==> src/design/dbg_settings.svh <==
// UART debug server build settings: bit timing, memory size and field widths
`ifndef DBG_SETTINGS_SVH
`define DBG_SETTINGS_SVH

//////////////////////////////////////////////////////////////////////
// Serial line timing
//////////////////////////////////////////////////////////////////////

// Clock cycles per serial bit, even values only
`define DBG_CLKS_PER_BIT 16

//////////////////////////////////////////////////////////////////////
// Debug protocol
//////////////////////////////////////////////////////////////////////

// Byte memory size, power of two so addresses wrap cleanly
`define DBG_MEM_DEPTH 256

// Address and length fields, sent little-endian
`define DBG_ADDR_W 16

`endif

==> src/design/uart_pkg.sv <==
// Serial line layer types shared by the UART framers and the protocol FSM
package uart_pkg;

  // One payload byte of an 8N1 frame
  typedef logic [7:0] uart_byte_t;

  // Received byte with its one-cycle strobe
  typedef struct packed {
    logic       valid;
    uart_byte_t data;
  } uart_rx_t;

endpackage

==> src/design/dbg_pkg.sv <==
// Debug protocol types: command codes, header word, memory and exec requests
`include "dbg_settings.svh"

package dbg_pkg;

  // Byte index into the debug memory
  localparam int unsigned DBG_IDX_W = $clog2(`DBG_MEM_DEPTH);

  // Address plus length, in bytes
  localparam int unsigned DBG_HDR_BYTES = 2 * `DBG_ADDR_W / 8;

  // Command and reply codes on the wire
  typedef enum logic [7:0] {
    CMD_EOT   = 8'h04,
    CMD_ACK   = 8'h06,
    CMD_READ  = 8'h11,
    CMD_WRITE = 8'h12,
    CMD_EXEC  = 8'h13
  } dbg_cmd_e;

  typedef logic [`DBG_ADDR_W-1:0] dbg_addr_t;

  // Address sits in the low half, so it arrives first
  typedef struct packed {
    dbg_addr_t len;
    dbg_addr_t addr;
  } dbg_hdr_s;

  // Filled byte by byte, read back as fields
  typedef union packed {
    dbg_hdr_s                                f;
    uart_pkg::uart_byte_t [DBG_HDR_BYTES-1:0] bytes;
  } dbg_hdr_u;

  typedef struct packed {
    logic                 we;
    logic                 re;
    logic [DBG_IDX_W-1:0] idx;
    uart_pkg::uart_byte_t wdata;
  } dbg_mem_req_s;

  // Execution request towards the core
  typedef struct packed {
    logic      strobe;
    dbg_addr_t addr;
  } dbg_exec_s;

endpackage

==> src/design/dbg_cmd_fsm.sv <==
// Debug protocol FSM: command decode, header capture, memory and reply control
`timescale 1ns/1ps

module dbg_cmd_fsm (
  input  logic                  clk,
  input  logic                  rst_n_i,
  input  uart_pkg::uart_rx_t    rx_byte_i,
  input  logic                  tx_busy_i,
  output logic                  tx_send_o,
  output uart_pkg::uart_byte_t  tx_data_o,
  output dbg_pkg::dbg_mem_req_s mem_req_o,
  input  uart_pkg::uart_byte_t  mem_rdata_i,
  output dbg_pkg::dbg_exec_s    exec_o
);

  import uart_pkg::*;
  import dbg_pkg::*;

  localparam int unsigned HCNT_W = $clog2(DBG_HDR_BYTES);

  typedef enum logic [2:0] {
    S_IDLE,
    S_HDR,
    S_ACK,
    S_DATA,
    S_EOT,
    S_EXEC
  } state_e;

  state_e            state_q;
  dbg_cmd_e          cmd_q;
  logic [HCNT_W-1:0] hdr_cnt_q;
  logic [HCNT_W-1:0] hdr_last;
  logic              rd_wait_q;
  dbg_hdr_u          hdr_q;
  dbg_addr_t         addr_q;
  dbg_addr_t         remain_q;
  logic              rx_ok;
  logic              beat_done;

  // Input is ignored while a reply goes out
  assign rx_ok = rx_byte_i.valid & ~tx_busy_i;

  // EXEC carries the address only
  assign hdr_last = (cmd_q == CMD_EXEC) ? HCNT_W'(DBG_HDR_BYTES / 2 - 1)
                                        : HCNT_W'(DBG_HDR_BYTES - 1);

  ////////////////////////////////////////////////////////////////////
  // Transmit and memory requests
  ////////////////////////////////////////////////////////////////////

  always_comb begin
    tx_send_o       = 1'b0;
    tx_data_o       = CMD_ACK;
    mem_req_o       = '0;
    mem_req_o.idx   = addr_q[DBG_IDX_W-1:0];
    mem_req_o.wdata = rx_byte_i.data;
    case (state_q)
      S_ACK: tx_send_o = ~tx_busy_i;
      S_EOT: begin
        tx_send_o = ~tx_busy_i;
        tx_data_o = CMD_EOT;
      end
      S_DATA: begin
        if (cmd_q == CMD_WRITE) begin
          mem_req_o.we = rx_ok;
        end else begin
          // Request first, send on the cycle the data returns
          mem_req_o.re = ~rd_wait_q & ~tx_busy_i;
          tx_send_o    = rd_wait_q;
          tx_data_o    = mem_rdata_i;
        end
      end
      default: ;
    endcase
  end

  // One byte moved in either direction
  assign beat_done = mem_req_o.we | (state_q == S_DATA && tx_send_o);

  ////////////////////////////////////////////////////////////////////
  // Control FSM
  ////////////////////////////////////////////////////////////////////

  always_ff @(posedge clk) begin
    if (!rst_n_i) begin
      state_q   <= S_IDLE;
      cmd_q     <= CMD_ACK;
      hdr_cnt_q <= '0;
      rd_wait_q <= 1'b0;
      exec_o    <= '0;
    end else begin
      exec_o.strobe <= 1'b0;
      case (state_q)
        S_IDLE: begin
          if (rx_ok) begin
            case (rx_byte_i.data)
              CMD_ACK: begin
                cmd_q   <= CMD_ACK;
                state_q <= S_ACK;
              end
              CMD_READ, CMD_WRITE, CMD_EXEC: begin
                cmd_q     <= dbg_cmd_e'(rx_byte_i.data);
                hdr_cnt_q <= '0;
                state_q   <= S_HDR;
              end
              // Anything else gets no reply
              default: ;
            endcase
          end
        end
        S_HDR: begin
          if (rx_ok) begin
            hdr_cnt_q <= hdr_cnt_q + HCNT_W'(1);
            if (hdr_cnt_q == hdr_last) begin
              state_q <= S_ACK;
            end
          end
        end
        S_ACK: begin
          if (tx_send_o) begin
            case (cmd_q)
              CMD_ACK:  state_q <= S_IDLE;
              CMD_EXEC: state_q <= S_EXEC;
              default:  state_q <= (hdr_q.f.len == '0) ? S_EOT : S_DATA;
            endcase
          end
        end
        S_DATA: begin
          if (mem_req_o.re) begin
            rd_wait_q <= 1'b1;
          end
          if (beat_done) begin
            rd_wait_q <= 1'b0;
            if (remain_q == dbg_addr_t'(1)) begin
              state_q <= S_EOT;
            end
          end
        end
        S_EOT: begin
          if (tx_send_o) begin
            state_q <= S_IDLE;
          end
        end
        S_EXEC: begin
          // Fire once the ACK stop bit is out
          if (!tx_busy_i) begin
            exec_o  <= '{strobe: 1'b1, addr: addr_q};
            state_q <= S_IDLE;
          end
        end
        default: state_q <= S_IDLE;
      endcase
    end
  end

  // Header bytes and transfer pointers
  always_ff @(posedge clk) begin
    if (state_q == S_HDR && rx_ok) begin
      hdr_q.bytes[hdr_cnt_q] <= rx_byte_i.data;
    end
    if (state_q == S_ACK && tx_send_o) begin
      addr_q   <= hdr_q.f.addr;
      remain_q <= hdr_q.f.len;
    end else if (beat_done) begin
      addr_q   <= addr_q + dbg_addr_t'(1);
      remain_q <= remain_q - dbg_addr_t'(1);
    end
  end

endmodule

==> src/design/dbg_mem.sv <==
// Byte-wide debug memory, synchronous write and registered read
`timescale 1ns/1ps
`include "dbg_settings.svh"

module dbg_mem (
  input  logic                  clk,
  input  dbg_pkg::dbg_mem_req_s req_i,
  output uart_pkg::uart_byte_t  rdata_o
);

  logic [7:0] mem_q [`DBG_MEM_DEPTH];

  always_ff @(posedge clk) begin
    if (req_i.we) begin
      mem_q[req_i.idx] <= req_i.wdata;
    end
    // Data is valid the cycle after the request
    if (req_i.re) begin
      rdata_o <= mem_q[req_i.idx];
    end
  end

endmodule

==> src/design/uart_baud_timer.sv <==
// Bit period counter giving mid-bit sample and bit-end ticks
`timescale 1ns/1ps
`include "dbg_settings.svh"

module uart_baud_timer (
  input  logic clk,
  input  logic rst_n_i,
  input  logic start_i,
  input  logic run_i,
  output logic mid_o,
  output logic end_o
);

  localparam int unsigned CNT_W = $clog2(`DBG_CLKS_PER_BIT);
  localparam logic [CNT_W-1:0] CNT_LAST = CNT_W'(`DBG_CLKS_PER_BIT - 1);
  localparam logic [CNT_W-1:0] CNT_HALF = CNT_W'(`DBG_CLKS_PER_BIT / 2 - 1);

  logic [CNT_W-1:0] cnt_q;

  // Counter restarts on start and stays cleared while idle
  always_ff @(posedge clk) begin
    if (!rst_n_i) begin
      cnt_q <= '0;
    end else if (start_i || !run_i) begin
      cnt_q <= '0;
    end else if (cnt_q == CNT_LAST) begin
      cnt_q <= '0;
    end else begin
      cnt_q <= cnt_q + CNT_W'(1);
    end
  end

  // No ticks on the restart cycle, the count may be stale there
  assign mid_o = run_i & ~start_i & (cnt_q == CNT_HALF);
  assign end_o = run_i & ~start_i & (cnt_q == CNT_LAST);

endmodule

==> src/design/uart_dbg_server.sv <==
// UART debug server top: framers, bit timers, protocol FSM and byte memory
`timescale 1ns/1ps

module uart_dbg_server (
  input  logic               clk,
  input  logic               rst_n_i,
  input  logic               rx_i,
  output logic               tx_o,
  output dbg_pkg::dbg_exec_s exec_o
);

  import uart_pkg::*;
  import dbg_pkg::*;

  logic         rx_start;
  logic         rx_run;
  logic         rx_mid;
  uart_rx_t     rx_byte;
  logic         tx_start;
  logic         tx_run;
  logic         tx_end;
  logic         tx_send;
  logic         tx_busy;
  uart_byte_t   tx_data;
  dbg_mem_req_s mem_req;
  uart_byte_t   mem_rdata;

  //////////////////////////////////////////////////////////////////////
  // Receive side
  //////////////////////////////////////////////////////////////////////

  uart_baud_timer u_rx_timer (
    .clk     ( clk      ),
    .rst_n_i ( rst_n_i  ),
    .start_i ( rx_start ),
    .run_i   ( rx_run   ),
    .mid_o   ( rx_mid   ),
    .end_o   (          )
  );

  uart_rx_frame u_rx_frame (
    .clk     ( clk      ),
    .rst_n_i ( rst_n_i  ),
    .rx_i    ( rx_i     ),
    .mid_i   ( rx_mid   ),
    .start_o ( rx_start ),
    .run_o   ( rx_run   ),
    .byte_o  ( rx_byte  )
  );

  //////////////////////////////////////////////////////////////////////
  // Transmit side
  //////////////////////////////////////////////////////////////////////

  uart_baud_timer u_tx_timer (
    .clk     ( clk      ),
    .rst_n_i ( rst_n_i  ),
    .start_i ( tx_start ),
    .run_i   ( tx_run   ),
    .mid_o   (          ),
    .end_o   ( tx_end   )
  );

  uart_tx_frame u_tx_frame (
    .clk     ( clk      ),
    .rst_n_i ( rst_n_i  ),
    .send_i  ( tx_send  ),
    .data_i  ( tx_data  ),
    .end_i   ( tx_end   ),
    .start_o ( tx_start ),
    .run_o   ( tx_run   ),
    .busy_o  ( tx_busy  ),
    .tx_o    ( tx_o     )
  );

  //////////////////////////////////////////////////////////////////////
  // Protocol and storage
  //////////////////////////////////////////////////////////////////////

  dbg_cmd_fsm u_cmd_fsm (
    .clk         ( clk       ),
    .rst_n_i     ( rst_n_i   ),
    .rx_byte_i   ( rx_byte   ),
    .tx_busy_i   ( tx_busy   ),
    .tx_send_o   ( tx_send   ),
    .tx_data_o   ( tx_data   ),
    .mem_req_o   ( mem_req   ),
    .mem_rdata_i ( mem_rdata ),
    .exec_o      ( exec_o    )
  );

  dbg_mem u_mem (
    .clk     ( clk       ),
    .req_i   ( mem_req   ),
    .rdata_o ( mem_rdata )
  );

endmodule

==> src/design/uart_rx_frame.sv <==
// 8N1 receiver: start detection, LSB-first shift and stop bit check
`timescale 1ns/1ps

module uart_rx_frame (
  input  logic                clk,
  input  logic                rst_n_i,
  input  logic                rx_i,
  input  logic                mid_i,
  output logic                start_o,
  output logic                run_o,
  output uart_pkg::uart_rx_t  byte_o
);

  import uart_pkg::*;

  typedef enum logic [1:0] {
    R_IDLE,
    R_START,
    R_DATA,
    R_STOP
  } rx_state_e;

  rx_state_e  state_q;
  logic       rx_meta_q;
  logic       rx_sync_q;
  logic       rx_prev_q;
  logic [2:0] bit_cnt_q;
  logic       valid_q;
  uart_byte_t shift_q;

  // Two-flop synchronizer plus one stage for edge detection
  always_ff @(posedge clk) begin
    if (!rst_n_i) begin
      rx_meta_q <= 1'b1;
      rx_sync_q <= 1'b1;
      rx_prev_q <= 1'b1;
    end else begin
      rx_meta_q <= rx_i;
      rx_sync_q <= rx_meta_q;
      rx_prev_q <= rx_sync_q;
    end
  end

  // Falling edge on an idle line starts the bit timer
  assign start_o = (state_q == R_IDLE) & rx_prev_q & ~rx_sync_q;
  assign run_o   = (state_q != R_IDLE);

  ////////////////////////////////////////////////////////////////////
  // Frame FSM
  ////////////////////////////////////////////////////////////////////

  always_ff @(posedge clk) begin
    if (!rst_n_i) begin
      state_q   <= R_IDLE;
      bit_cnt_q <= '0;
      valid_q   <= 1'b0;
    end else begin
      valid_q <= 1'b0;
      case (state_q)
        R_IDLE: begin
          if (start_o) begin
            state_q <= R_START;
          end
        end
        R_START: begin
          // A glitch that is gone by mid-bit is not a start bit
          if (mid_i) begin
            state_q   <= rx_sync_q ? R_IDLE : R_DATA;
            bit_cnt_q <= '0;
          end
        end
        R_DATA: begin
          if (mid_i) begin
            bit_cnt_q <= bit_cnt_q + 3'd1;
            if (bit_cnt_q == 3'd7) begin
              state_q <= R_STOP;
            end
          end
        end
        R_STOP: begin
          if (mid_i) begin
            // Framing error drops the byte silently
            valid_q <= rx_sync_q;
            state_q <= R_IDLE;
          end
        end
        default: state_q <= R_IDLE;
      endcase
    end
  end

  // Data path shifts in LSB first
  always_ff @(posedge clk) begin
    if (state_q == R_DATA && mid_i) begin
      shift_q <= {rx_sync_q, shift_q[7:1]};
    end
  end

  assign byte_o = '{valid: valid_q, data: shift_q};

endmodule

==> src/design/uart_tx_frame.sv <==
// 8N1 transmitter shifting a ten-bit frame out on bit-end ticks
`timescale 1ns/1ps

module uart_tx_frame (
  input  logic                 clk,
  input  logic                 rst_n_i,
  input  logic                 send_i,
  input  uart_pkg::uart_byte_t data_i,
  input  logic                 end_i,
  output logic                 start_o,
  output logic                 run_o,
  output logic                 busy_o,
  output logic                 tx_o
);

  logic [9:0] frame_q;
  logic [3:0] bit_cnt_q;
  logic       busy_q;

  // Send strobes are ignored while a frame is in flight
  assign start_o = send_i & ~busy_q;

  ////////////////////////////////////////////////////////////////////
  // Frame shifter
  ////////////////////////////////////////////////////////////////////

  always_ff @(posedge clk) begin
    if (!rst_n_i) begin
      frame_q   <= '1;
      bit_cnt_q <= '0;
      busy_q    <= 1'b0;
    end else if (start_o) begin
      // Stop, data, start; bit 0 goes out first
      frame_q   <= {1'b1, data_i, 1'b0};
      bit_cnt_q <= '0;
      busy_q    <= 1'b1;
    end else if (busy_q && end_i) begin
      // Shift in ones so the line rests high afterwards
      frame_q   <= {1'b1, frame_q[9:1]};
      bit_cnt_q <= bit_cnt_q + 4'd1;
      if (bit_cnt_q == 4'd9) begin
        busy_q <= 1'b0;
      end
    end
  end

  assign run_o  = busy_q;
  assign busy_o = busy_q;
  assign tx_o   = frame_q[0];

endmodule

==> config.mk <==
export PLATFORM = sky130hd
export DESIGN_NAME = uart_dbg_server
export DESIGN_NICKNAME = d
export VERILOG_FILES = /design/src/design/uart_pkg.sv /design/src/design/dbg_pkg.sv /design/src/design/dbg_cmd_fsm.sv /design/src/design/dbg_mem.sv /design/src/design/uart_baud_timer.sv /design/src/design/uart_dbg_server.sv /design/src/design/uart_rx_frame.sv /design/src/design/uart_tx_frame.sv
export VERILOG_INCLUDE_DIRS = /design/src /design/src/design
export SDC_FILE = /design/constraint.sdc
export NUM_CORES = 2
export LEC_CHECK = 0
export BUFFER_PORTS_ARGS = -buffer_cell sky130_fd_sc_hd__buf_2
export CORE_UTILIZATION = 45
export DETAILED_ROUTE_END_ITERATION = 10
export PLACE_DENSITY = 0.65
export SLEW_MARGIN = 20
export SYNTH_ARGS = -nofsm -noshare
export SYNTH_HDL_FRONTEND = slang
export SYNTH_SLANG_ARGS = --single-unit
==> constraint.sdc <==
create_clock -name clk -period 15.75 [get_ports clk]
set_clock_uncertainty 0.2 [all_clocks]
set_input_delay 4.725 -clock clk [delete_from_list [all_inputs] [get_ports clk]]
set_output_delay 4.725 -clock clk [all_outputs]
set_load 0.05 [all_outputs]
# After elaboration in Yosys (flattened, before gate mapping)
# Memories as Yosys holds them, arrays and structs flattened. A register that Yosys moved wholly into a read port is not among the register bits.
# Cells that the tools add are included.
# word_totals
input_bits,3
reg_bits,134
n_memories,1
ramBits,2048
wordCells,172
# mem_list
name,depth,width,read_ports,rd_ports_with_merged_regs,wr,line,source
u_mem.mem_q,256,8,1,1,1,dbg_mem.sv:11,logic [7:0] mem_q [`DBG_MEM_DEPTH];
# op_classes
order_cmp,2
muxes,52
n_bitwise,16
eq_ne,37
reduce_logical,36
n_addsub,7
# op_table
cell,n
16-bit two-way mux,4
8-bit by 5-bit equality test with 1-bit output (second input constant),5
3-bit two-way mux,11
32-bit bitwise mux,1
8-bit one-hot mux with 2 select lines,2
2-bit two-way mux,11
2-bit by 1-bit inequality test with 1-bit output (second input constant),10
9-bit two-way mux,2
3-bit one-hot mux with 2 select lines,3
3-bit one-hot mux with 6 select lines,1
17-bit two-way mux,1
16-bit by 1-bit adder with 16-bit output (second input constant),1
8-bit demux with 2-bit select,1
16-bit by 1-bit equality test with 1-bit output (second input constant),1
8-bit by 3-bit equality test with 1-bit output (second input constant),2
16-bit zero test,1
8-bit two-way mux,2
2-bit nonzero test,8
16-bit by 1-bit subtractor with 16-bit output (second input constant),1
4-bit by 1-bit adder with 4-bit output (second input constant),3
4-bit equality test (second input constant),3
1-bit two-way mux,10
1-bit AND,9
3-bit equality test (second input constant),3
29 further kinds,54

# Depth between registers and ports, before layout
# logic_depth
depth_word,10
ltp_mapped,9
mapped_depth_nobuf,8

# Hierarchy
# From an unflattened synthesis, not the netlist that was laid out.
# hier_totals
cells_unflattened,4128
hier_area_um2,84767.5
# modules_own_cells
mod,seq_area_each_um2,area_each_um2,instances,cells_per_inst
dbg_mem,61739.2,78572.9,1,3547
dbg_cmd_fsm,2542.4,4585.6,1,423
uart_rx_frame,420.4,660.6,1,53
uart_tx_frame,280.3,598.1,1,67
uart_baud_timer,80.1,175.2,2,19

# Worst setup path before layout
# Ideal clock, no wire load.
# synth_timing
kind,input -> register
startpoint,input port rst_n_i
endpoint,register u_tx_frame.frame_q[4]
cell_stages,3
slack_ps,10149
required_time_ps,15428
setup_ps,122
arrival_time_ps,5280
path_buffers,1
cell_sequence,clkbuf_1 -> nand2_1 -> a221o_1
# synth_rtl
item,line,source
start: declaration,uart_dbg_server.sv:6,"input logic rst_n_i,"
end signal: assignment,uart_tx_frame.sv:34,"frame_q <= {1'b1, data_i, 1'b0};"
end signal: assignment,uart_tx_frame.sv:39,"frame_q <= {1'b1, frame_q[9:1]};"
end: declaration,uart_tx_frame.sv:16,logic [9:0] frame_q;

# Final worst setup path
# layout_timing
startpoint,register u_cmd_fsm.exec_o[4] (netlist name)
endpoint,output port exec_o[4] (netlist name)
# layout_rtl
item,line,source
end: declaration,uart_dbg_server.sv:9,output dbg_pkg::dbg_exec_s exec_o
# No word-level cell between the ends.

==> results.md <==
* H-tree depth at 4
* Drt total wl at 200,600 um
* Final setup violation count at 0
* Bufs on Longest Clock Path at 3
* Hold WC Path Type: flop to flop
* Synth top area share at 0.7585
* Remaining antenna violation count at 0
* Hold path cells at 1
* Hold_sp: u_rx_frame.rx_meta_q
* Root Buffer: clkbuf_16
* Placer Congestion at 0.7943
* Ys Warns at 0
* DP Wirelength at 109,700 um
* Count of max-cap constraint violations at 0
* # rows at 158
* Share of cells above drive strength 1 at 0.2208
* Clock sink count at 2,190
* Pwr Total at 13.31 mW
* #FFs+latches synth at 2,190
* Commonest non-fill, non-tap cell in the layout: edfxtp_1
* Critical Path, Cell by Cell: buf_2
* Clock-pin slew on the worst setup and hold paths at 0.06 ns
* Syn Nets at 4,110
* P per Cell Area at 141.6 nW/um^2
* Top post-synthesis cells by area: edfxtp_1 (76%), mux4_2 (14%), a22oi_1 (2.3%)
* Die X at 434.7 um
* Die area at 189,000 sq um
* Post-synthesis sequential area ratio at 0.7732
* Nets at 4,169
* Vias in the first global route at 41,210
* DR pass1 iterations at 6
* R2R depth at 9
* Primary FF master, synth: edfxtp_1
* Max VDD drop at 0.0001521 V
* Largest net degree at the start of global routing at 262
* Achievable clock frequency at 156.8 MHz
* Drt initial violations at 5,242
* Fraction of registers with async set/reset at 0
* # DRC at 0
* All-Layer GR Usage at 0.2134
* Worst Setup End Kind: output pin
* Critical path class: flop to output pin
* Synthesized instance count at 4,087
* R2r startpoint: u_cmd_fsm.addr_q[0]
* Die height at 434.7 um
* # IOs at 21
* Initial core utilization at 0.4538
* Syn_area_per_cell at 20.61 sq um
* CTS tree: yes
* Initial antenna violation count at 4
* Max incr delay on CP at 0.34 ns
* Final instance area at 94,040 sq um
* Syn-to-layout area delta at 11.62%
* Num CTS Buffers at 212
* R2r setup slk at 10.02 ns
* Grt ovf at 0
* WP depth at 1
* Number of enable flip-flop cells after synthesis at 2,128
* Slew of the pin with the lowest slew margin at 1.219 ns
* Worst setup SP type: flop
* Final period util at 0.4049
* Crit Reg-Reg Endpoint: u_mem.rdata_o[0]
* Max Fanout on Critical Path at 2
* CORE AREA at 185,600 sq um
* Via count at 41,320
* Post-synthesis cell type count at 56
* WL/cell at 29.47 um
* Cts repair resizes at 0
* Leading area contributor after synthesis: edfxtp_1
* First-pass GRT wire length at 290,400 um
* Tmin final at 6.377 ns
* Max-slew headroom at 0.1845
* Max Slew Vio Count at 0
* Data required time of the worst path at 10.83 ns
* Post-CTS Setup Bufs at 0
* # hold bufs at CTS at 0
* Commonest non-fill, non-tap cells in the layout: edfxtp_1 (2,128), mux4_2 (512), nor2_1 (289)
* Worst-Skew Late Latency at 0.84 ns
* Placed cell area at 87,260 sq um
* Total negative slack at 0 ns
* Worst Path Buf+Inv at 1
* Status: completed
* Port Buffers at 20
* RSZ-0062 raised after global routing: no
* Post-Syn Area at 84,250 sq um
* Pleak at 28.42 nW
* Hold endpoint: u_rx_frame.rx_sync_q
* CP max stage cell: dfxtp_1
* Hold Vio Cnt, Final at 0
* Worst Path Arrival at 1.45 ns
* Top delay family on crit path: flip-flops
* Via density at 6.070
## final cells by class
cell class,instances,area (sq um)
diodes,1,2.502
clock buffers,267,5575
clock inverters,127,1140
fillers,14430,91590
inverters,16,60.06
multi-input cells,1631,18180
flip-flops and latches,2190,65140
well taps,2480,3103
repair buffers,95,828.3
## cell usage after synthesis (26+ instances only)
cell type,count
o41ai_1,33
a21oi_1,156
nand3_1,26
buf_1,30
dfxtp_1,62
nand2_1,123
nor2_1,293
a22oi_1,257
o21ai_0,38
mux4_2,512
edfxtp_1,2128
buf_2,52
clkbuf_1,145
## metrics by stage
step | hold slack, ns | instances | setup WS [ns] | utilization
2_1_floorplan | 0.1863 | 4087 | 10.15 | -
3_3_place_gp | 0.1981 | 6408 | 8.823 | 0.4698
3_5_place_dp | 0.2042 | 6411 | 9.454 | 0.4701
4_1_cts | 0.2431 | 6805 | 9.311 | 0.5063
5_1_grt | 0.2662 | 6806 | 9.306 | 0.5066
6_report | 0.2243 | 6807 | 9.373 | 0.5066
## metal layers
| layer | wire [um] | track usage | share of wire | vias up |
|---|---|---|---|---|
| met4 | 6212 | 0.06915 | 0.031 | 2 |
| met2 | 96450 | 0.3386 | 0.48 | 1911 |
| met1 | 80460 | 0.2956 | 0.40 | 21920 |
| li1 | - | - | - | 17140 |
| met3 | 17470 | 0.04586 | 0.087 | 348 |
| met5 | 9 | 0 | 0.000045 | - |
## worst reg2reg max path, delay by kind of cell, from the launching register on
kind                   cells  cell delay (ns)
AND/OR/NAND/NOR            1             0.20
multiplexers               1             0.92
AO/OA/AOI/OAI              3             1.24
flip-flops                 1             0.38
buffers and inverters      4             2.50
## where the power goes
part,internal [mW],total [mW],switching (mW)
combinational,0.789,1.96,1.17
clock,2.80,4.95,2.16
sequential,6.35,6.40,0.0566
## cell families after synthesis
kind of cell | synth area share
muxes | 0.1374
DFF | 0.7732
xor gates and xnor gates | 0.003535
AOI/OAI and AO/OA | 0.04096
and+or+nand+nor | 0.02817
buffers and inverters | 0.01378
adders and majority gates | 0.002970
## sequential cells by signal (all words and copies together), names as in the netlist, 2 cells and up, named ones only
name and flops:
u_cmd_fsm.addr_q 16, u_rx_timer.cnt_q 4, u_cmd_fsm.remain_q 16, u_tx_frame.bit_cnt_q 4, u_cmd_fsm.state_q 3, u_cmd_fsm.exec_o 17, u_mem.mem_q 2048, u_rx_frame.bit_cnt_q 3
u_mem.rdata_o 8, u_cmd_fsm.cmd_q 8, u_cmd_fsm.hdr_cnt_q 2, u_tx_frame.frame_q 9, u_rx_frame.shift_q 8, u_tx_timer.cnt_q 4, u_cmd_fsm.hdr_q 32
## worst max path at each step
| stage | endpoint | from |
|---|---|---|
| CTS | exec_o[4] | u_cmd_fsm.exec_o[4] |
| finish | exec_o[4] | u_cmd_fsm.exec_o[4] |
| floorplan | u_tx_frame.frame_q[4] | rst_n_i |
| detailed placement | u_rx_frame.state_q[0] | rst_n_i |
| global route | exec_o[10] | u_cmd_fsm.exec_o[10] |
| global placement | u_mem.rdata_o[6] | u_cmd_fsm.addr_q[0] |
Note: power is estimated with default switching activity, not from simulation.
